### src/design/rv_decode_pkg.sv
package rv_decode_pkg;

    localparam int INSTR_W   = 32;
    localparam int REG_IDX_W = 5;
    localparam int FUNCT3_W  = 3;

    typedef logic [INSTR_W - 1:0]   instr_t;
    typedef logic [REG_IDX_W - 1:0] reg_idx_t;
    typedef logic [FUNCT3_W - 1:0]  funct3_t;

    localparam int OPCODE_MSB     = 6;
    localparam int RD_LSB         = 7;
    localparam int RD_MSB         = 11;
    localparam int FUNCT3_LSB     = 12;
    localparam int FUNCT3_MSB     = 14;
    localparam int RS1_LSB        = 15;
    localparam int RS1_MSB        = 19;
    localparam int RS2_LSB        = 20;
    localparam int RS2_MSB        = 24;
    localparam int FUNCT7_ALT_BIT = 30;  // funct7[5], picks SUB/SRA/SRAI
    localparam int ENV_BREAK_BIT  = 20;  // imm[0] of the system opcode, set for EBREAK

    typedef enum logic [OPCODE_MSB:0] {
        R_TYPE      = 7'b0110011,
        I_TYPE      = 7'b0010011,
        I_LOAD_TYPE = 7'b0000011,
        I_JALR_TYPE = 7'b1100111,
        I_ENV_TYPE  = 7'b1110011,
        S_TYPE      = 7'b0100011,
        B_TYPE      = 7'b1100011,
        U_LUI_TYPE  = 7'b0110111,
        U_AUI_TYPE  = 7'b0010111,
        J_TYPE      = 7'b1101111
    } opcode_e;

    // numeric codes are fixed, the test vectors store them as hex
    typedef enum logic [5:0] {
        OP_ADD    = 6'd0,  OP_SUB    = 6'd1,  OP_SLL    = 6'd2,  OP_SLT    = 6'd3,
        OP_SLTU   = 6'd4,  OP_XOR    = 6'd5,  OP_SRL    = 6'd6,  OP_SRA    = 6'd7,
        OP_OR     = 6'd8,  OP_AND    = 6'd9,
        OP_ADDI   = 6'd10, OP_SLLI   = 6'd11, OP_SLTI   = 6'd12, OP_SLTIU  = 6'd13,
        OP_XORI   = 6'd14, OP_SRLI   = 6'd15, OP_SRAI   = 6'd16, OP_ORI    = 6'd17,
        OP_ANDI   = 6'd18,
        OP_LB     = 6'd19, OP_LH     = 6'd20, OP_LW     = 6'd21, OP_LBU    = 6'd22,
        OP_LHU    = 6'd23,
        OP_SB     = 6'd24, OP_SH     = 6'd25, OP_SW     = 6'd26,
        OP_BEQ    = 6'd27, OP_BNE    = 6'd28, OP_BLT    = 6'd29, OP_BGE    = 6'd30,
        OP_BLTU   = 6'd31, OP_BGEU   = 6'd32,
        OP_JAL    = 6'd33, OP_JALR   = 6'd34,
        OP_LUI    = 6'd35, OP_AUIPC  = 6'd36,
        OP_ECALL  = 6'd37, OP_EBREAK = 6'd38,
        OP_NA     = 6'd63  // illegal or unsupported encoding
    } mnemonic_e;

    typedef enum logic [3:0] {
        ALU_ADD = 4'd0,
        ALU_SUB = 4'd1,
        ALU_SLL = 4'd2,
        ALU_SLT = 4'd3,
        ALU_XOR = 4'd4,
        ALU_SRL = 4'd5,
        ALU_SRA = 4'd6,
        ALU_OR  = 4'd7,
        ALU_AND = 4'd8
    } alu_op_e;

    typedef enum logic [2:0] {
        IMM_I = 3'd0,
        IMM_S = 3'd1,
        IMM_B = 3'd2,
        IMM_J = 3'd3,
        IMM_U = 3'd4
    } imm_sel_e;

    // item held between the mnemonic decoder and the control table
    typedef struct packed {
        reg_idx_t  rs1;
        reg_idx_t  rs2;
        reg_idx_t  rd;
        funct3_t   funct3;
        mnemonic_e mnemonic;
        logic      alu_zero;
        logic      alu_slt;
    } decode_payload_t;

    // item held in the output stage
    typedef struct packed {
        reg_idx_t  rs1;
        reg_idx_t  rs2;
        reg_idx_t  rd;
        funct3_t   funct3;
        mnemonic_e mnemonic;
        alu_op_e   alu_op;
        logic      alu_signed;
        logic      alu_src_a;
        logic      alu_src_b;
        logic      result_src;
        logic      mem_write;
        logic      reg_write;
        logic      pc_src;
        logic      illegal;
        imm_sel_e  imm_sel;
    } control_payload_t;

endpackage

### src/design/rv_stage_reg.sv
`timescale 1ns/1ps

module rv_stage_reg #(
    parameter type payload_t = logic
) (
    input  logic     clk,
    input  logic     reset,
    input  logic     in_valid,
    output logic     in_ready,
    input  payload_t in_data,
    output logic     out_valid,
    input  logic     out_ready,
    output payload_t out_data
);

    logic     valid_q;
    payload_t data_q;

    // a slot opens when it is empty or its item leaves on this edge
    assign in_ready = !valid_q || out_ready;

    always_ff @(posedge clk) begin
        if (reset) begin
            valid_q <= 1'b0;
        end else if (in_ready) begin
            valid_q <= in_valid;  // drops to zero when drained with nothing behind it
        end
    end

    always_ff @(posedge clk) begin
        if (in_valid && in_ready) begin
            data_q <= in_data;  // held otherwise, so a stalled item stays stable
        end
    end

    assign out_valid = valid_q;
    assign out_data  = data_q;

endmodule

### src/design/rv_mnemonic_decoder.sv
`timescale 1ns/1ps

module rv_mnemonic_decoder (
    input  rv_decode_pkg::instr_t    instruction,
    output rv_decode_pkg::reg_idx_t  rs1,
    output rv_decode_pkg::reg_idx_t  rs2,
    output rv_decode_pkg::reg_idx_t  rd,
    output rv_decode_pkg::funct3_t   funct3,
    output rv_decode_pkg::mnemonic_e mnemonic
);

    import rv_decode_pkg::*;

    opcode_e opcode;
    logic    alt;    // funct7 bit 5
    logic    brk;    // set in EBREAK

    assign opcode = opcode_e'(instruction[OPCODE_MSB:0]);
    assign rd     = instruction[RD_MSB:RD_LSB];
    assign rs1    = instruction[RS1_MSB:RS1_LSB];
    assign rs2    = instruction[RS2_MSB:RS2_LSB];
    assign funct3 = instruction[FUNCT3_MSB:FUNCT3_LSB];
    assign alt    = instruction[FUNCT7_ALT_BIT];
    assign brk    = instruction[ENV_BREAK_BIT];

    always_comb begin
        mnemonic = OP_NA;  // anything not matched below is illegal
        case (opcode)
            R_TYPE: begin
                case (funct3)
                    3'h0: mnemonic = alt ? OP_SUB : OP_ADD;
                    3'h1: mnemonic = OP_SLL;
                    3'h2: mnemonic = OP_SLT;
                    3'h3: mnemonic = OP_SLTU;
                    3'h4: mnemonic = OP_XOR;
                    3'h5: mnemonic = alt ? OP_SRA : OP_SRL;
                    3'h6: mnemonic = OP_OR;
                    default: mnemonic = OP_AND;
                endcase
            end
            I_TYPE: begin
                case (funct3)
                    3'h0: mnemonic = OP_ADDI;
                    3'h1: mnemonic = OP_SLLI;
                    3'h2: mnemonic = OP_SLTI;
                    3'h3: mnemonic = OP_SLTIU;
                    3'h4: mnemonic = OP_XORI;
                    3'h5: mnemonic = alt ? OP_SRAI : OP_SRLI;
                    3'h6: mnemonic = OP_ORI;
                    default: mnemonic = OP_ANDI;
                endcase
            end
            I_LOAD_TYPE: begin
                case (funct3)
                    3'h0: mnemonic = OP_LB;
                    3'h1: mnemonic = OP_LH;
                    3'h2: mnemonic = OP_LW;
                    3'h4: mnemonic = OP_LBU;
                    3'h5: mnemonic = OP_LHU;
                    default: mnemonic = OP_NA;  // 3, 6 and 7 are unused
                endcase
            end
            S_TYPE: begin
                case (funct3)
                    3'h0: mnemonic = OP_SB;
                    3'h1: mnemonic = OP_SH;
                    3'h2: mnemonic = OP_SW;
                    default: mnemonic = OP_NA;
                endcase
            end
            B_TYPE: begin
                case (funct3)
                    3'h0: mnemonic = OP_BEQ;
                    3'h1: mnemonic = OP_BNE;
                    3'h4: mnemonic = OP_BLT;
                    3'h5: mnemonic = OP_BGE;
                    3'h6: mnemonic = OP_BLTU;
                    3'h7: mnemonic = OP_BGEU;
                    default: mnemonic = OP_NA;
                endcase
            end
            I_JALR_TYPE: begin
                if (funct3 == 3'h0) begin
                    mnemonic = OP_JALR;
                end
            end
            I_ENV_TYPE: begin
                if (funct3 == 3'h0) begin  // the other funct3 values belong to CSR access
                    mnemonic = brk ? OP_EBREAK : OP_ECALL;
                end
            end
            U_LUI_TYPE: mnemonic = OP_LUI;
            U_AUI_TYPE: mnemonic = OP_AUIPC;
            J_TYPE:     mnemonic = OP_JAL;
            default:    mnemonic = OP_NA;
        endcase
    end

endmodule

### src/design/rv_control_table.sv
`timescale 1ns/1ps

module rv_control_table (
    input  rv_decode_pkg::mnemonic_e mnemonic,
    input  logic                     alu_zero,
    input  logic                     alu_slt,
    output rv_decode_pkg::alu_op_e   alu_op,
    output logic                     alu_signed,
    output logic                     alu_src_a,
    output logic                     alu_src_b,
    output logic                     result_src,
    output logic                     mem_write,
    output logic                     reg_write,
    output logic                     pc_src,
    output logic                     illegal,
    output rv_decode_pkg::imm_sel_e  imm_sel
);

    import rv_decode_pkg::*;

    // datapath steering by instruction class
    always_comb begin
        alu_src_a  = 1'b0;
        alu_src_b  = 1'b0;
        result_src = 1'b0;
        mem_write  = 1'b0;
        reg_write  = 1'b0;
        illegal    = 1'b0;
        imm_sel    = IMM_I;
        case (mnemonic)
            OP_ADD, OP_SUB, OP_SLL, OP_SLT, OP_SLTU,
            OP_XOR, OP_SRL, OP_SRA, OP_OR, OP_AND: begin
                reg_write = 1'b1;  // both operands come from the register file
            end
            OP_ADDI, OP_SLLI, OP_SLTI, OP_SLTIU, OP_XORI,
            OP_SRLI, OP_SRAI, OP_ORI, OP_ANDI: begin
                reg_write = 1'b1;
                alu_src_b = 1'b1;
            end
            OP_LB, OP_LH, OP_LW, OP_LBU, OP_LHU: begin
                reg_write  = 1'b1;
                alu_src_b  = 1'b1;
                result_src = 1'b1;  // write back the memory read data
            end
            OP_SB, OP_SH, OP_SW: begin
                mem_write = 1'b1;
                alu_src_b = 1'b1;
                imm_sel   = IMM_S;
            end
            OP_BEQ, OP_BNE, OP_BLT, OP_BGE, OP_BLTU, OP_BGEU: begin
                imm_sel = IMM_B;  // the ALU compares rs1 with rs2
            end
            OP_JAL: begin
                reg_write = 1'b1;  // link register gets pc + 4
                imm_sel   = IMM_J;
            end
            OP_JALR: begin
                reg_write = 1'b1;
                alu_src_b = 1'b1;  // target is rs1 + imm
            end
            OP_LUI: begin
                reg_write = 1'b1;
                alu_src_b = 1'b1;
                imm_sel   = IMM_U;
            end
            OP_AUIPC: begin
                reg_write = 1'b1;
                alu_src_a = 1'b1;  // pc on the first ALU operand
                alu_src_b = 1'b1;
                imm_sel   = IMM_U;
            end
            OP_ECALL, OP_EBREAK: begin
                illegal = 1'b0;  // legal, but nothing to drive in the datapath
            end
            default: begin
                illegal = 1'b1;
            end
        endcase
    end

    always_comb begin
        case (mnemonic)
            OP_SUB, OP_BEQ, OP_BNE:            alu_op = ALU_SUB;  // equality tests via zero
            OP_SLL, OP_SLLI:                   alu_op = ALU_SLL;
            OP_SLT, OP_SLTU, OP_SLTI, OP_SLTIU,
            OP_BLT, OP_BGE, OP_BLTU, OP_BGEU:  alu_op = ALU_SLT;
            OP_XOR, OP_XORI:                   alu_op = ALU_XOR;
            OP_SRL, OP_SRLI:                   alu_op = ALU_SRL;
            OP_SRA, OP_SRAI:                   alu_op = ALU_SRA;
            OP_OR, OP_ORI:                     alu_op = ALU_OR;
            OP_AND, OP_ANDI:                   alu_op = ALU_AND;
            default:                           alu_op = ALU_ADD;  // address and link arithmetic too
        endcase
    end

    // signed compare only, shifts and loads leave this low
    assign alu_signed = (mnemonic == OP_SLT) || (mnemonic == OP_SLTI) ||
                        (mnemonic == OP_BLT) || (mnemonic == OP_BGE);

    // branch resolution from the flags of the same instruction
    always_comb begin
        case (mnemonic)
            OP_BEQ:           pc_src = alu_zero;
            OP_BNE:           pc_src = !alu_zero;
            OP_BLT, OP_BLTU:  pc_src = alu_slt;
            OP_BGE, OP_BGEU:  pc_src = !alu_slt;
            OP_JAL, OP_JALR:  pc_src = 1'b1;
            default:          pc_src = 1'b0;
        endcase
    end

endmodule

### src/design/rv_decode_top.sv
`timescale 1ns/1ps

module rv_decode_top (
    input  logic                     clk,
    input  logic                     reset,
    input  logic                     in_valid,
    output logic                     in_ready,
    input  rv_decode_pkg::instr_t    instruction,
    input  logic                     alu_zero,
    input  logic                     alu_slt,
    output logic                     out_valid,
    input  logic                     out_ready,
    output rv_decode_pkg::reg_idx_t  rs1,
    output rv_decode_pkg::reg_idx_t  rs2,
    output rv_decode_pkg::reg_idx_t  rd,
    output rv_decode_pkg::funct3_t   funct3,
    output rv_decode_pkg::mnemonic_e mnemonic,
    output rv_decode_pkg::alu_op_e   alu_op,
    output logic                     alu_signed,
    output logic                     alu_src_a,
    output logic                     alu_src_b,
    output logic                     result_src,
    output logic                     mem_write,
    output logic                     reg_write,
    output logic                     pc_src,
    output logic                     illegal,
    output rv_decode_pkg::imm_sel_e  imm_sel
);

    import rv_decode_pkg::*;

    reg_idx_t         dec_rs1;
    reg_idx_t         dec_rs2;
    reg_idx_t         dec_rd;
    funct3_t          dec_funct3;
    mnemonic_e        dec_mnemonic;
    decode_payload_t  dec_in;
    decode_payload_t  dec_out;
    logic             dec_valid;
    logic             dec_ready;

    alu_op_e          ctl_alu_op;
    logic             ctl_alu_signed;
    logic             ctl_alu_src_a;
    logic             ctl_alu_src_b;
    logic             ctl_result_src;
    logic             ctl_mem_write;
    logic             ctl_reg_write;
    logic             ctl_pc_src;
    logic             ctl_illegal;
    imm_sel_e         ctl_imm_sel;
    control_payload_t ctl_in;
    control_payload_t ctl_out;

    rv_mnemonic_decoder rv_mnemonic_decoder_inst (
        .instruction (instruction),
        .rs1         (dec_rs1),
        .rs2         (dec_rs2),
        .rd          (dec_rd),
        .funct3      (dec_funct3),
        .mnemonic    (dec_mnemonic)
    );

    // the flags travel with their instruction into the first stage
    assign dec_in = '{rs1: dec_rs1, rs2: dec_rs2, rd: dec_rd, funct3: dec_funct3,
                      mnemonic: dec_mnemonic, alu_zero: alu_zero, alu_slt: alu_slt};

    rv_stage_reg #(.payload_t(decode_payload_t)) rv_stage_reg_decode_inst (
        .clk       (clk),
        .reset     (reset),
        .in_valid  (in_valid),
        .in_ready  (in_ready),
        .in_data   (dec_in),
        .out_valid (dec_valid),
        .out_ready (dec_ready),
        .out_data  (dec_out)
    );

    rv_control_table rv_control_table_inst (
        .mnemonic   (dec_out.mnemonic),
        .alu_zero   (dec_out.alu_zero),
        .alu_slt    (dec_out.alu_slt),
        .alu_op     (ctl_alu_op),
        .alu_signed (ctl_alu_signed),
        .alu_src_a  (ctl_alu_src_a),
        .alu_src_b  (ctl_alu_src_b),
        .result_src (ctl_result_src),
        .mem_write  (ctl_mem_write),
        .reg_write  (ctl_reg_write),
        .pc_src     (ctl_pc_src),
        .illegal    (ctl_illegal),
        .imm_sel    (ctl_imm_sel)
    );

    assign ctl_in = '{rs1: dec_out.rs1, rs2: dec_out.rs2, rd: dec_out.rd,
                      funct3: dec_out.funct3, mnemonic: dec_out.mnemonic,
                      alu_op: ctl_alu_op, alu_signed: ctl_alu_signed,
                      alu_src_a: ctl_alu_src_a, alu_src_b: ctl_alu_src_b,
                      result_src: ctl_result_src, mem_write: ctl_mem_write,
                      reg_write: ctl_reg_write, pc_src: ctl_pc_src,
                      illegal: ctl_illegal, imm_sel: ctl_imm_sel};

    rv_stage_reg #(.payload_t(control_payload_t)) rv_stage_reg_control_inst (
        .clk       (clk),
        .reset     (reset),
        .in_valid  (dec_valid),
        .in_ready  (dec_ready),
        .in_data   (ctl_in),
        .out_valid (out_valid),
        .out_ready (out_ready),
        .out_data  (ctl_out)
    );

    assign rs1        = ctl_out.rs1;
    assign rs2        = ctl_out.rs2;
    assign rd         = ctl_out.rd;
    assign funct3     = ctl_out.funct3;
    assign mnemonic   = ctl_out.mnemonic;
    assign alu_op     = ctl_out.alu_op;
    assign alu_signed = ctl_out.alu_signed;
    assign alu_src_a  = ctl_out.alu_src_a;
    assign alu_src_b  = ctl_out.alu_src_b;
    assign result_src = ctl_out.result_src;
    assign mem_write  = ctl_out.mem_write;
    assign reg_write  = ctl_out.reg_write;
    assign pc_src     = ctl_out.pc_src;
    assign illegal    = ctl_out.illegal;
    assign imm_sel    = ctl_out.imm_sel;

endmodule

### config.mk
export PLATFORM = sky130hd
export DESIGN_NAME = rv_decode_top
export DESIGN_NICKNAME = d
export VERILOG_FILES = /design/src/design/rv_decode_pkg.sv /design/src/design/rv_stage_reg.sv /design/src/design/rv_mnemonic_decoder.sv /design/src/design/rv_control_table.sv /design/src/design/rv_decode_top.sv
export SDC_FILE = /design/constraint.sdc
export NUM_CORES = 1
export LEC_CHECK = 0
export BUFFER_PORTS_ARGS = -buffer_cell sky130_fd_sc_hd__buf_4
export CAP_MARGIN = 0
export CORE_MARGIN = 3
export CORE_UTILIZATION = 54
export CTS_CLUSTER_SIZE = 14
export DETAILED_ROUTE_END_ITERATION = 8
export HOLD_SLACK_MARGIN = 0.08
export PLACE_DENSITY_LB_ADDON = 0.1
export SLEW_MARGIN = 5
export SYNTH_ARGS = -nofsm -noshare
export SYNTH_HDL_FRONTEND = slang
export SYNTH_SLANG_ARGS = --single-unit
### constraint.sdc
create_clock -name clk -period 2.95 [get_ports clk]
set_clock_uncertainty 0.05 [all_clocks]
set_input_delay 0.1475 -clock clk [delete_from_list [all_inputs] [get_ports clk]]
set_output_delay 0.1475 -clock clk [all_outputs]
set_load 0.01 [all_outputs]
# --- After elaboration in Yosys (flattened, before gate mapping) ---
# Memory sizes are Yosys's and may differ from the RTL's. A register that Yosys moved wholly into a read port is not among the register bits.
# Index checks and enable logic that the tools add are counted.
totals:
  register_bits: 63
  romBits: 256
  input_bits: 38
  output_inout_bits: 41
  wordCells: 122
  n_memories: 1
memory_table:
  columns: ["memory", "words", "word_bits", "rd", "rd_ports_with_merged_regs", "wr", "line", "rtl"]
  rows:
  - ["(name not given)", 64, 4, 1, 1, 0, "rv_control_table.sv:82", "case (mnemonic)"]
classes:
  eq_ne: 55
  mux: 20
  n_reduce_logical: 23
ops:
  columns: ["op", "count"]
  rows:
  - ["$eq A6 B5 Y1 const B", 16]
  - ["$pmux W6 S7", 2]
  - ["$pmux W6 S10", 1]
  - ["$eq A6 B4 Y1 const B", 8]
  - ["$eq A6 B6 Y1 const B", 7]
  - ["$reduce_or A39 Y1", 1]
  - ["$pmux W6 S6", 1]
  - ["$pmux W6 S5", 1]
  - ["$eq A7 B7 Y1 const B", 4]
  - ["$reduce_or A28 Y1", 1]
  - ["$eq A6 B3 Y1 const B", 4]
  - ["$eq A7 B6 Y1 const B", 3]
  - ["$reduce_or A20 Y1", 1]
  - ["$pmux W6 S3", 1]
  - ["$eq A7 B5 Y1 const B", 2]
  - ["$eq A3 B3 Y1 const B", 4]
  - ["$eq A6 B2 Y1 const B", 2]
  - ["$pmux W3 S4", 1]
  - ["$mux W5", 2]
  - ["$mux W1", 8]
  - ["$reduce_or A2 Y1", 4]
  - ["$eq A7 B2 Y1 const B", 1]
  - ["$eq A3 B2 Y1 const B", 2]
  - ["$eq A6 B1 Y1 const B", 1]
  - ["12 further kinds", 20]

# --- Longest topological paths before layout ---
# Gate-level depths: netlist of run 1.
logic_depth:
  ltp_word: 4
  depth_mapped: 7

# --- By module ---
# A second synthesis of run 1 with hierarchy kept.
unflattened:
  cells_unflattened: 312
  hier_area_um2: 3597.2
by_module_without_submodules:
  columns: ["mod", "n_inst", "cells_per_inst", "area_per_inst_um2"]
  rows:
  - ["rv_stage_reg (rv_stage_reg_control_inst)", 1, 44, 1226.2]
  - ["rv_stage_reg (rv_stage_reg_decode_inst)", 1, 31, 835.8]
  - ["rv_mnemonic_decoder", 1, 125, 814.5]
  - ["rv_control_table", 1, 112, 720.7]

# --- Worst setup path before layout of run 1 ---
# No wires, ideal clock.
synth_path:
  kind: "flip-flop to flip-flop"
  startpoint: "register rv_stage_reg_control_inst.valid_q, in the netlist rv_stage_reg_control_inst.out_valid"
  endpoint: "register rv_stage_reg_control_inst.data_q (netlist bit rv_stage_reg_control_inst.out_data[0]), enable pin"
  t_arrival_ps: 2252
  path_slack_ps: 208
  path_stages_with_launch: 3
  n_path_buf: 0
  path_cell_list: "dfxtp_1 > nor2b_1 > nor2b_1"
synth_via:
  elab_chain_cells: 3
synth_lines:
  columns: ["element", "line", "rtl"]
  rows:
  - ["start: declaration", "rv_stage_reg.sv:16", "logic valid_q;"]
  - ["start signal: assignment", "rv_stage_reg.sv:26", "valid_q <= in_valid;"]
  - ["$logic_not A1 Y1", "rv_stage_reg.sv:20", "assign in_ready = !valid_q || out_ready;"]
  - ["$logic_or A1 B1 Y1", "rv_stage_reg.sv:20", null]
  - ["$logic_and A1 B1 Y1", "rv_stage_reg.sv:31", "if (in_valid && in_ready) begin"]
  - ["end signal: assignment", "rv_stage_reg.sv:32", "data_q <= in_data;"]
  - ["end: declaration", "rv_stage_reg.sv:17", "payload_t data_q;"]
# No other way between the ends.
# A chain may end at the register's enable or synchronous reset.

# --- Worst setup path after layout of run 1 ---
layout_path:
  startpoint: "register rv_stage_reg_decode_inst.data_q (netlist bit rv_stage_reg_decode_inst.out_data[3])"
  endpoint: "register rv_stage_reg_control_inst.data_q (netlist bit rv_stage_reg_control_inst.out_data[1]), data pin"
layout_via:
  elab_chain_cells: 3
  word_cells_on_any_way: 16
  cone_classes: "eq/ne: 12; mux: 1; reduce/logical: 3"
layout_lines:
  columns: ["element", "line", "rtl"]
  rows:
  - ["start: declaration", "rv_stage_reg.sv:17", null]
  - ["start signal: assignment", "rv_stage_reg.sv:32", null]
  - ["$eq A6 B5 Y1 / $eq A6 B6 Y1 (equally long branches)", "rv_control_table.sv:30", "case (mnemonic)"]
  - ["$reduce_or A6 Y1 (tied with other cells)", "rv_control_table.sv:30", null]
  - ["$pmux W3 S4 *", "rv_control_table.sv:30", null]
  - ["named net ctl_imm_sel[1]", "rv_decode_top.sv:51", "imm_sel_e ctl_imm_sel;"]
# The timed path passes the listed nets; every way through them passes the cells marked *.

==> run metrics, run 1 <==
status=finished clean; share of layout cells above drive strength 1=27.2%; FP Rows=28; Synth Cell Area=3350 sq um; I/O pin cnt=79; simple-gate area share of the yosys netlist=18.8%; Leak=1.62 nW; synth warn=0; Slew HR=24.9%; sum of negative setup slack=0 ps; mux cell area share after synthesis=0.598%; H-tree Lvls=3; Final Net Count=404; routability cong.=0.852; Worst VDD drop=0.405 mV; Setup crit start kind=register; ANT cells=0; overall routing resource usage=21.0%; Hold Path Class=primary input to register; Detailed Route Iter0 Violations=196; GR Overflow Total=0; flop-to-flop setup slack=740 ps; Root Buffer=clkbuf_8; pwr dens=516 nW/um^2; Placed Cells=405; die width=84.7 microns; Reg2Reg Depth=6; DR WL/cell=16.0 microns; Routed Antenna Nets=0; Post-Route WL=7090 microns; Crit path depth=6; crit path cell chain=inv_1 -> ha_1 -> or3_1 -> a21oi_1 -> o21ai_0 -> nand2b_1; Synth Instances=279; synth unique cells=57; # setup viols final=0; Setup WS post-layout=743 ps; Fin. Hold Viols=0; final hold slack=110 ps; setup bufs post-CTS=0; number of synthesized flops with an enable pin=65; Pre-antenna DRT Iters=4; crit path capture=rv_stage_reg_control_inst.out_data[1]$_DFFE_PP_; initial core utilization=56.2%; Syn Nets=321; xor/xnor share of the synthesized area=0.523%; Area contributors post-synth=edfxtp_1 58%, buf_2 2.7%, nor2_1 2.6%, o21ai_0 2.2%, nand2b_1 1.7%; sequential fraction of the synthesis area=59.5%; Synth top area share=58.3%; Non-Filler Instances=442; Fmax=0.453 GHz; largest net degree at the start of global routing=40; Residual DRC=0; clk_lat worst skew=340 ps; adder-cell share of the synthesized area=1.49%; core area=5960 sq um; Place WS=787 ps; Port Buffer Count=72; Die Height=84.7 microns; Arr. time, crit path=2250 ps; crit path from=rv_stage_reg_decode_inst.out_data[3]$_DFFE_PP_; crit-path max FO=11; Crit Path Class=register to register; hpwl dp=4630 microns; Synth Flop Type=edfxtp_1; first-pass GRT wire length=11,800 microns; unrepaired setup endpoints after global routing=false; flops & latches, synth=67; fillers=416; largest family of logic cells by synthesized area=simple AND/OR/NAND/NOR gates; Compound-Gate Fraction of Synth Area=14.6%; Synth async-reset ratio=0%; Worst EP required=3000 ps; Slowest cell on crit path=edfxtp_1; Layout area overhead=29.2%; crit share post-route=74.8%; critical path's top delay family=simple AND/OR/NAND/NOR gates; CTS max path bufs=2; Clk pin slew, worst setup/hold paths=80 ps; CTS tree=built; vias in the first global route=2,409; total number of vias=2,563; Sinks on Clock Net=67; Syn Area/Cell=12.0 sq um; worst r2r dst=rv_stage_reg_control_inst.out_data[1]$_DFFE_PP_; Max Transition Viols Final=0; Die Area=7180 sq um; cell type with the largest total area after synthesis=edfxtp_1; TritonCTS Buffers=9; worst r2r src=rv_stage_reg_decode_inst.out_data[3]$_DFFE_PP_; Vias/cell=5.80; Critical Path Max Stage Delay=510 ps; worst path bufs/invs=1; Worst Tran Pin Value=1130 ps; type of destination of the critical path=register; initial antenna violation count=0; min cycle time layout=2210 ps; max_cap viols=0
worst min path at each step:
stage | startpoint | endpoint | slack [ps] | depth (start not counted)
finish | instruction[13] | rv_stage_reg_decode_inst.out_data[9]$_DFFE_PP_ | 110 | 1
CTS | instruction[13] | rv_stage_reg_decode_inst.out_data[9]$_DFFE_PP_ | 90 | 1
floorplan | reset | rv_stage_reg_control_inst.out_valid$_SDFFE_PP0P_ | 170 | 1
global route | instruction[13] | rv_stage_reg_decode_inst.out_data[9]$_DFFE_PP_ | 110 | 1
detailed placement | reset | rv_stage_reg_decode_inst.out_valid$_SDFFE_PP0N_ | 270 | 2
global placement | reset | rv_stage_reg_control_inst.out_valid$_SDFFE_PP0P_ | 270 | 2
cell usage after synthesis (all sizes together), types with 2 or more instances:
library cell	count
o311ai	2
o22ai	3
nand2	11
a221oi	2
and3b	3
o21bai	2
nor2	24
mux2i	2
nand4bb	3
nor2b	9
edfxtp	65
a32oi	4
or3b	5
dfxtp	2
nor4	2
a2bb2oi	2
or3	3
ha	4
o211ai	5
a21o	3
a22o	2
nand4	7
nand2b	9
clkbuf	2
nand3	6
nor3	6
buf	21
o21ai	15
nor3b	4
nand3b	4
a31oi	4
and3	2
and4b	2
a21oi	7
a211oi	5
inv	8
a211o	3
a31o	3
flip-flops by register name (all words and copies together) (netlist names):
name                                 count
rv_stage_reg_control_inst.out_data      39
rv_stage_reg_decode_inst.out_data       26
rv_stage_reg_control_inst.out_valid      1
rv_stage_reg_decode_inst.out_valid       1
cell families (layout without fill, tap and decap cells):
family / Yosys count / count (layout)
simple gates: 105 / 105
compound gates: 68 / 68
flops: 67 / 67
buf+inv: 31 / 119
fa+ha+maj: 4 / 4
xor+xnor: 2 / 2
mux: 2 / 2
worst register-to-register path, cell delays in order, from the launching register on:
cell	delay, ps
edfxtp_1	510
inv_1	150
ha_1	340
or3_1	440
a21oi_1	210
o21ai_0	120
nand2b_1	150
metal layers:
layer  track usage (%)  vias up  part of all wire, %
met4              7.05        0                  1.4
met2              35.5      100                   51
li1                  -     1240                    -
met3              4.71       12                  5.6
met1              26.7     1211                   42
met5                 0        -                    0
power by group:
part | internal [W] | switching, W | total (W)
sequential | 0.00110 | 0.0000232 | 0.00112
clock | 0.000492 | 0.000380 | 0.000872
combinational | 0.000118 | 0.000123 | 0.000241
area by class of cell:
class,count,area [sq um],area share [%]
Sequential cell,67,1990,46.1
Multi-Input combinational cell,181,1210,28.1
Timing Repair Buffer,95,766,17.7
Clock buffer,9,124,2.86
Clock inverter,7,106,2.46
Tap cell,75,93.8,2.17
Inverter,8,30.0,0.694
through the flow:
| stage | instance area, sq um | util [%] | total power [W] |
|---|---|---|---|
| after floorplan | 3350 | - | 0.00126 |
| after global placement | 3880 | 65.2 | 0.00135 |
| after detailed placement | 3880 | 65.2 | 0.00136 |
| after CTS | 4330 | 72.6 | 0.00224 |
| after global routing | 4330 | 72.6 | 0.00231 |
| final | 4330 | 72.6 | 0.00223 |
cell usage in the layout (no fill, tap or decap), types with 3 or more instances in the layout:
cell           instances
dlygate4sd3_1         21
or3_1                  3
and3b_1                3
o211ai_1               5
nand4bb_1              3
a211oi_1               3
o22ai_1                3
nor2b_1                8
nand4_1                7
nand2_1               11
a21o_1                 3
nand3_1                6
inv_1                  8
a31oi_1                4
clkbuf_8               9
o21ai_0               15
a21oi_1                7
nor2_1                23
a32oi_1                4
inv_6                  3
nand3b_1               4
ha_1                   4
a211o_1                3
or3b_1                 5
nor3_1                 6
nand2b_1               9
buf_4                 74
edfxtp_1              65
repair_timing:
action | in CTS | in global routing
gates resized for setup | 0 | 0
hold endpoints to repair | 20 | 0
hold buffers | 21 | 0
Note: power is estimated with default switching activity, not from simulation.
==> run 2: changes to the inputs <==
==> constraint.sdc (replaced) <==
create_clock -name clk -period 2.2 [get_ports clk]
set_clock_uncertainty 0.05 [all_clocks]
set_input_delay 0.11 -clock clk [delete_from_list [all_inputs] [get_ports clk]]
set_output_delay 0.11 -clock clk [all_outputs]
set_load 0.01 [all_outputs]
==> run 2 against run 1 <==
Compared with the run above: fmax up 5.0%; largest power group unchanged; largest cell class unchanged; power up 24%; wire length up 5.8%; highest routed layer unchanged.
==> run metrics, run 2 (same netlist as run 1, synthesis figures left out) <==
Clk pin slew, worst setup/hold paths=70 ps (was 80 ps); crit share post-route=95.6% (was 74.8%); largest net degree at the start of global routing=40 (unchanged); footprint of the multi-input gates=1220 sq um (was 1210 sq um); commonest non-fill, non-tap cells in the layout=84 x buf_4, 65 x edfxtp_1, 23 x nor2_1, 23 x dlygate4sd3_1, 15 x o21ai_0 (was 74 x buf_4, 65 x edfxtp_1, 23 x nor2_1, 21 x dlygate4sd3_1, 15 x o21ai_0); final instance area=4380 sq um (was 4330 sq um); Final Util=73.5% (was 72.6%); status=finished clean (unchanged); initial core utilization=56.2% (unchanged); switching portion of total power=24.5% (was 23.6%); Net Sw Power=0.000675 W (was 0.000527 W); Seq pwr share=54.0% (was 50.1%); clock group share of total power=33.3% (was 39.1%); Crit Path Class=register to register (unchanged); Vias/cell=5.70 (was 5.80); Setup crit start kind=register (unchanged); Die Height=84.7 microns (unchanged); DR WL/cell=16.5 microns (was 16.0 microns); Sinks on Clock Net=67 (unchanged); total number of vias=2,589 (was 2,563); type of destination of the critical path=register (unchanged); worst path bufs/invs=1 (unchanged); register area=1990 sq um (unchanged); Worst Tran Pin Value=492 ps (was 1130 ps); max_cap viols=0 (unchanged); TritonCTS Buffers=9 (unchanged); die width=84.7 microns (unchanged); pwr dens=630 nW/um^2 (was 516 nW/um^2); crit-path max FO=5 (was 11); critical path's top delay family=simple AND/OR/NAND/NOR gates (unchanged); Root Buffer=clkbuf_8 (unchanged); Crit path depth=6 (unchanged); vias in the first global route=2,492 (was 2,409); GR Overflow Total=0 (unchanged); Slew HR=67.2% (was 24.9%); Pre-antenna DRT Iters=4 (unchanged); hpwl dp=4880 microns (was 4630 microns); H-tree Lvls=3 (unchanged); Max Transition Viols Final=0 (unchanged); max FFs per register=39 (unchanged); initial antenna violation count=0 (unchanged); CTS max path bufs=2 (unchanged); min cycle time layout=2100 ps (was 2210 ps); Hold Path Class=primary input to register (unchanged); Routed Antenna Nets=0 (unchanged); Post-Route WL=7500 microns (was 7090 microns); # setup viols final=0 (unchanged); Critical Path Max Stage Delay=410 ps (was 510 ps); overall routing resource usage=22.3% (was 21.0%); unrepaired setup endpoints after global routing=false (unchanged); CTS tree=built (unchanged); Residual DRC=0 (unchanged); Worst EP required=2240 ps (was 3000 ps); Leak=1.64 nW (was 1.62 nW); first-pass GRT wire length=12,500 microns (was 11,800 microns); Die Area=7180 sq um (unchanged); Fmax=0.476 GHz (was 0.453 GHz); Port Buffer Count=72 (unchanged); ANT cells=0 (unchanged); power consumption=0.00276 W (was 0.00223 W); Fin. Hold Viols=0 (unchanged); combinational share of power=12.7% (was 10.8%); Reg2Reg Depth=6 (unchanged); core area=5960 sq um (unchanged); Pint=0.00208 W (was 0.00171 W); dpl cell area=3930 sq um (was 3880 sq um); FP Rows=28 (unchanged); Slowest cell on crit path=edfxtp_1 (unchanged); Detailed Route Iter0 Violations=177 (was 196); Placed Cells=411 (was 405); I/O pin cnt=79 (unchanged); Final Net Count=416 (was 404); clk_lat worst skew=330 ps (was 340 ps); Layout area overhead=30.8% (was 29.2%); Non-Filler Instances=454 (was 442); Arr. time, crit path=2140 ps (was 2250 ps); crit path cell chain=buf_4 -> ha_1 -> or3b_1 -> a211oi_2 -> nor3b_2 -> and4b_1 (was inv_1 -> ha_1 -> or3_1 -> a21oi_1 -> o21ai_0 -> nand2b_1); sum of negative setup slack=0 ps (unchanged); Hold Path Depth=3 (was 1); routability cong.=0.845 (was 0.852); commonest non-fill, non-tap cell in the layout=buf_4 (unchanged); share of layout cells above drive strength 1=29.6% (was 27.2%); Worst VDD drop=0.470 mV (was 0.405 mV); fillers=404 (was 416)
==> run 2: changes by cell type in the layout (fill, tap and decap cells not counted), sizes merged <==
cell / change
dlygate4sd3: +2
clkbuf: +2
inv: -3
bufinv: -2
clkinvlp: +1
buf: +10
clkinv: +2
==> run 2: final timing paths <==
check / from / to / slack (ps)
worst max-delay path: rv_stage_reg_decode_inst.out_data[2]$_DFFE_PP_ / rv_stage_reg_control_inst.out_data[3]$_DFFE_PP_ / 100
worst min-delay path: instruction[4] / rv_stage_reg_decode_inst.out_data[3]$_DFFE_PP_ / 230
worst max register to register: rv_stage_reg_decode_inst.out_data[2]$_DFFE_PP_ / rv_stage_reg_control_inst.out_data[3]$_DFFE_PP_ / 100
worst min register to register: rv_stage_reg_decode_inst.out_data[9]$_DFFE_PP_ / rv_stage_reg_control_inst.out_data[22]$_DFFE_PP_ / 370
==> run 2: through the flow <==
step | hold slack [ps] | worst slack, ps
floorplan | 132 | 204
finish | 227 | 97.8
global placement | 229 | 130
detailed placement | 232 | 89.4
CTS | 198 | 104
global route | 246 | 0.952
==> run 2: power groups by stage <==
| stage | combinational, W | clock, W | sequential, W |
|---|---|---|---|
| 2_1_floorplan | 0.000158 | 0 | 0.00153 |
| 3_3_place_gp | 0.000301 | 0 | 0.00152 |
| 3_5_place_dp | 0.000306 | 0 | 0.00152 |
| 4_1_cts | 0.000347 | 0.000942 | 0.00149 |
| 5_1_grt | 0.000382 | 0.00101 | 0.00150 |
| 6_report | 0.000350 | 0.000919 | 0.00149 |
==> run 2: layout make-up <==
type | instances | area share, %
clock buffer | 11 | 3.23
inverter | 8 | 0.686
clock inverter | 5 | 0.886
timing repair buffer | 107 | 19.7
multi-input combinational | 181 | 27.9
tap | 75 | 2.14
sequential | 67 | 45.5
==> run 2: repair_timing <==
action                                  CTS  global route
hold buffers                             23             0
endpoints found under the hold margin    22             0
pin swaps                                 0             0
endpoints found under the setup margin    2             2
buffers inserted                          4             0
resized for setup                         0             3
==> run 2: worst register-to-register path, delay by kind of cell (launching register included) <==
| kind | cells | cell delay [ps] |
|---|---|---|
| simple gates | 3 | 690 |
| flops | 1 | 410 |
| compound gates | 1 | 330 |
| fa+ha+maj | 1 | 250 |
| buf+inv | 1 | 130 |
==> run 2: routing by layer <==
layer / vias up / part of all wire (%) / track usage (%) / wire length (microns)
met1: 1218 / 40 / 27.7 / 2990
met5: - / 0 / 0 / 0
met4: 0 / 0.60 / 6.04 / 45
met2: 107 / 53 / 38.3 / 4000
li1: 1260 / - / - / -
met3: 4 / 6.2 / 6.28 / 463
==> run 3: changes to the inputs <==
--- a/config.mk
+++ b/config.mk
@@ -5,6 +5,7 @@
 export SDC_FILE = /design/constraint.sdc
 export NUM_CORES = 1
 export LEC_CHECK = 0
+export ABC_AREA = 1
 export BUFFER_PORTS_ARGS = -buffer_cell sky130_fd_sc_hd__buf_4
 export CAP_MARGIN = 0
 export CORE_MARGIN = 3
==> run 3 against run 2 <==
Compared with the run above: critical path depth rose by 3; fmax up 6.8%; flip-flop and latch count is the same; via count up 8.7%; clock power is 13% higher; first-iteration DRC count up 85%; critical path type unchanged; largest power group unchanged.
==> run metrics, run 3 <==
Pre-antenna DRT Iters=5 (was 4); Routed Antenna Nets=0 (unchanged); post-cts repair resize count=0 (unchanged); combinational share of power=10.7% (was 12.7%); Post-synth top cells=81 x nand2_1, 65 x edfxtp_1, 43 x nand3_1, 39 x nor2_1, 35 x inv_1 (was 65 x edfxtp_1, 23 x nor2_1, 18 x buf_2, 15 x o21ai_0, 11 x nand2_1); register area=1990 sq um (unchanged); footprint of the multi-input gates=1160 sq um (was 1220 sq um); Critical Path Max Stage Delay=460 ps (was 410 ps); number of synthesized flops with an enable pin=65 (unchanged); synth warn=0 (unchanged); Seq pwr share=52.7% (was 54.0%); min cycle time layout=1970 ps (was 2100 ps); Worst path most repeated cell=nor2_1; Slowest cell on crit path=edfxtp_1 (unchanged); Area contributors post-synth=edfxtp_1 58%, nand2_1 9.1%, nand3_1 6.4%, nor2_1 4.4%, inv_1 3.9% (was edfxtp_1 58%, buf_2 2.7%, nor2_1 2.6%, o21ai_0 2.2%, nand2b_1 1.7%); initial antenna violation count=0 (unchanged); Detailed Route Iter0 Violations=328 (was 177); largest net degree at the start of global routing=40 (unchanged); hpwl dp=5350 microns (was 4880 microns); pwr dens=647 nW/um^2 (was 630 nW/um^2); most common cell in the synthesized netlist=nand2_1 (was edfxtp_1); clock group share of total power=36.6% (was 33.3%); Fin. Hold Viols=0 (unchanged); clk_lat worst skew=330 ps (about the same); Place WS=258 ps (was 89.4 ps); die width=84.7 microns (about the same); DR WL/cell=15.1 microns (was 16.5 microns); flops & latches, synth=67 (unchanged); Pint=0.00213 W (was 0.00208 W); crit share post-route=89.5% (was 95.6%); Synth Flop Type=edfxtp_1 (unchanged); Port Buffer Count=72 (unchanged); first-pass GRT wire length=13,000 microns (was 12,500 microns); Synth Cell Area=3340 sq um (was 3350 sq um); Die Area=7170 sq um (was 7180 sq um); cell type with the largest total area after synthesis=edfxtp_1 (unchanged); initial core utilization=56.1% (was 56.2%); GR Overflow Total=0 (unchanged); Sinks on Clock Net=67 (unchanged); commonest non-fill, non-tap cells in the layout=81 x nand2_1, 74 x buf_4, 65 x edfxtp_1, 43 x nand3_1, 39 x nor2_1 (was 84 x buf_4, 65 x edfxtp_1, 23 x nor2_1, 23 x dlygate4sd3_1, 15 x o21ai_0); sum of negative setup slack=0 ps (unchanged); ANT cells=0 (unchanged); sequential fraction of the synthesis area=59.6% (was 59.5%); max FFs per register=39 (unchanged); Post-Route WL=7940 microns (was 7500 microns); fillers=447 (was 404); I/O pin cnt=79 (unchanged); crit path cell chain=inv_1 -> ha_1 -> nand3_1 -> nor2_1 -> nor2_1 -> nand2_1 -> nor2_1 -> nand3_1 -> nor2_1 (was buf_4 -> ha_1 -> or3b_1 -> a211oi_2 -> nor3b_2 -> and4b_1); Clk pin slew, worst setup/hold paths=70 ps (about the same); Die Height=84.7 microns (about the same); switching portion of total power=24.7% (was 24.5%); Synth Instances=344 (was 279); overall routing resource usage=23.4% (was 22.3%); Synth top area share=58.4% (was 58.3%); Worst VDD drop=0.495 mV (was 0.470 mV); Slew HR=65.8% (was 67.2%); commonest non-fill, non-tap cell in the layout=nand2_1 (was buf_4); unrepaired setup endpoints after global routing=false (unchanged); Synth async-reset ratio=0% (unchanged); flop-to-flop setup slack=230 ps (was 100 ps); Leak=1.96 nW (was 1.64 nW); Layout area overhead=31.2% (was 30.8%); CTS tree=built (unchanged); # setup viols final=0 (unchanged); CTS max path bufs=2 (unchanged); Hold Path Class=primary input to register (unchanged); Setup crit start kind=register (unchanged); Max Transition Viols Final=0 (unchanged); type of destination of the critical path=register (unchanged); Fmax=0.508 GHz (was 0.476 GHz); Syn Area/Cell=9.71 sq um (was 12.0 sq um); synth unique cells=27 (was 57); core area=5960 sq um (unchanged); FP Rows=28 (unchanged); routability cong.=0.934 (was 0.845); Worst Tran Pin Value=512 ps (was 492 ps); TritonCTS Buffers=9 (unchanged); Worst EP required=2250 ps (was 2240 ps); status=finished clean (unchanged); Crit Path Class=register to register (unchanged); Syn Nets=386 (was 321); Final Net Count=489 (was 416); Vias/cell=5.34 (was 5.70); Residual DRC=0 (unchanged); Arr. time, crit path=2020 ps (was 2140 ps); Net Sw Power=0.000700 W (was 0.000675 W); vias in the first global route=2,663 (was 2,492); H-tree Lvls=3 (unchanged); share of layout cells above drive strength 1=25.9% (was 29.6%); total number of vias=2,813 (was 2,589); Setup WS post-layout=232 ps (was 97.8 ps); Root Buffer=clkbuf_8 (unchanged); crit-path max FO=8 (was 5); max_cap viols=0 (unchanged)
[run 3: kinds of logic (layout without fill, tap and decap cells)]
logic type	after synthesis	in the layout	share of synthesized area (%)
flip-flops	67	67	59.6
AND/OR/NAND/NOR	191	191	26.9
adder cells (fa/ha/maj)	4	4	1.50
AO/OA/AOI/OAI	35	35	5.92
buffers and inverters	47	155	6.11
[run 3: what timing repair did]
action,CTS,global route
buffers inserted,0,0
hold buffers,23,0
setup endpoints to repair,0,0
endpoints found under the hold margin,22,0
[run 3: cell type report]
cell class / instances / share of cell area, %
clock buffer: 9 / 2.83
clock inverter: 7 / 1.66
inverter: 42 / 3.60
multi-input combinational: 230 / 26.4
sequential: 67 / 45.5
tap: 75 / 2.14
timing repair buffer: 97 / 17.9
[run 3: metrics by stage]
step,utilization (%),instances,hold slack [ps],total power (W),area (sq um)
2_1_floorplan,-,344,129,0.00166,3340
3_3_place_gp,66.4,488,232,0.00178,3960
3_5_place_dp,66.4,488,237,0.00179,3960
4_1_cts,73.6,527,86.6,0.00286,4380
5_1_grt,73.6,527,140,0.00295,4380
6_report,73.6,527,112,0.00283,4380
[run 3: layer usage]
layer  vias up  wire [microns]  track usage, %
li1       1374               -               -
met1      1253            3180            30.3
met2       167            3870            38.0
met3        19             669            5.50
met4         0             231            9.50
met5         -               0               0
[run 3: power by group through the flow]
| stage | registers, W | clock network, W | logic [W] |
|---|---|---|---|
| after detailed placement | 0.00152 | 0 | 0.000269 |
| after global routing | 0.00150 | 0.00111 | 0.000334 |
| final | 0.00149 | 0.00104 | 0.000304 |
| after floorplan | 0.00153 | 0 | 0.000129 |
| after CTS | 0.00149 | 0.00106 | 0.000304 |
| after global placement | 0.00152 | 0 | 0.000263 |
[run 3: path summary, 6_finish.rpt]
kind | start | to | cells after the start
min reg2reg | rv_stage_reg_decode_inst.out_data[10]$_DFFE_PP_ | rv_stage_reg_control_inst.out_data[23]$_DFFE_PP_ | 0
max reg2reg | rv_stage_reg_decode_inst.out_data[2]$_DFFE_PP_ | rv_stage_reg_control_inst.out_data[3]$_DFFE_PP_ | 9
min | out_ready | rv_stage_reg_decode_inst.out_valid$_SDFFE_PP0N_ | 4
max | rv_stage_reg_decode_inst.out_data[2]$_DFFE_PP_ | rv_stage_reg_control_inst.out_data[3]$_DFFE_PP_ | 9
[run 3: critical path: cells and delay by family, from the launching register on]
family	cells	cell delay, ps
and+or+nand+nor	7	710
buffers and inverters	1	160
DFF	1	460
adders and majority gates	1	340
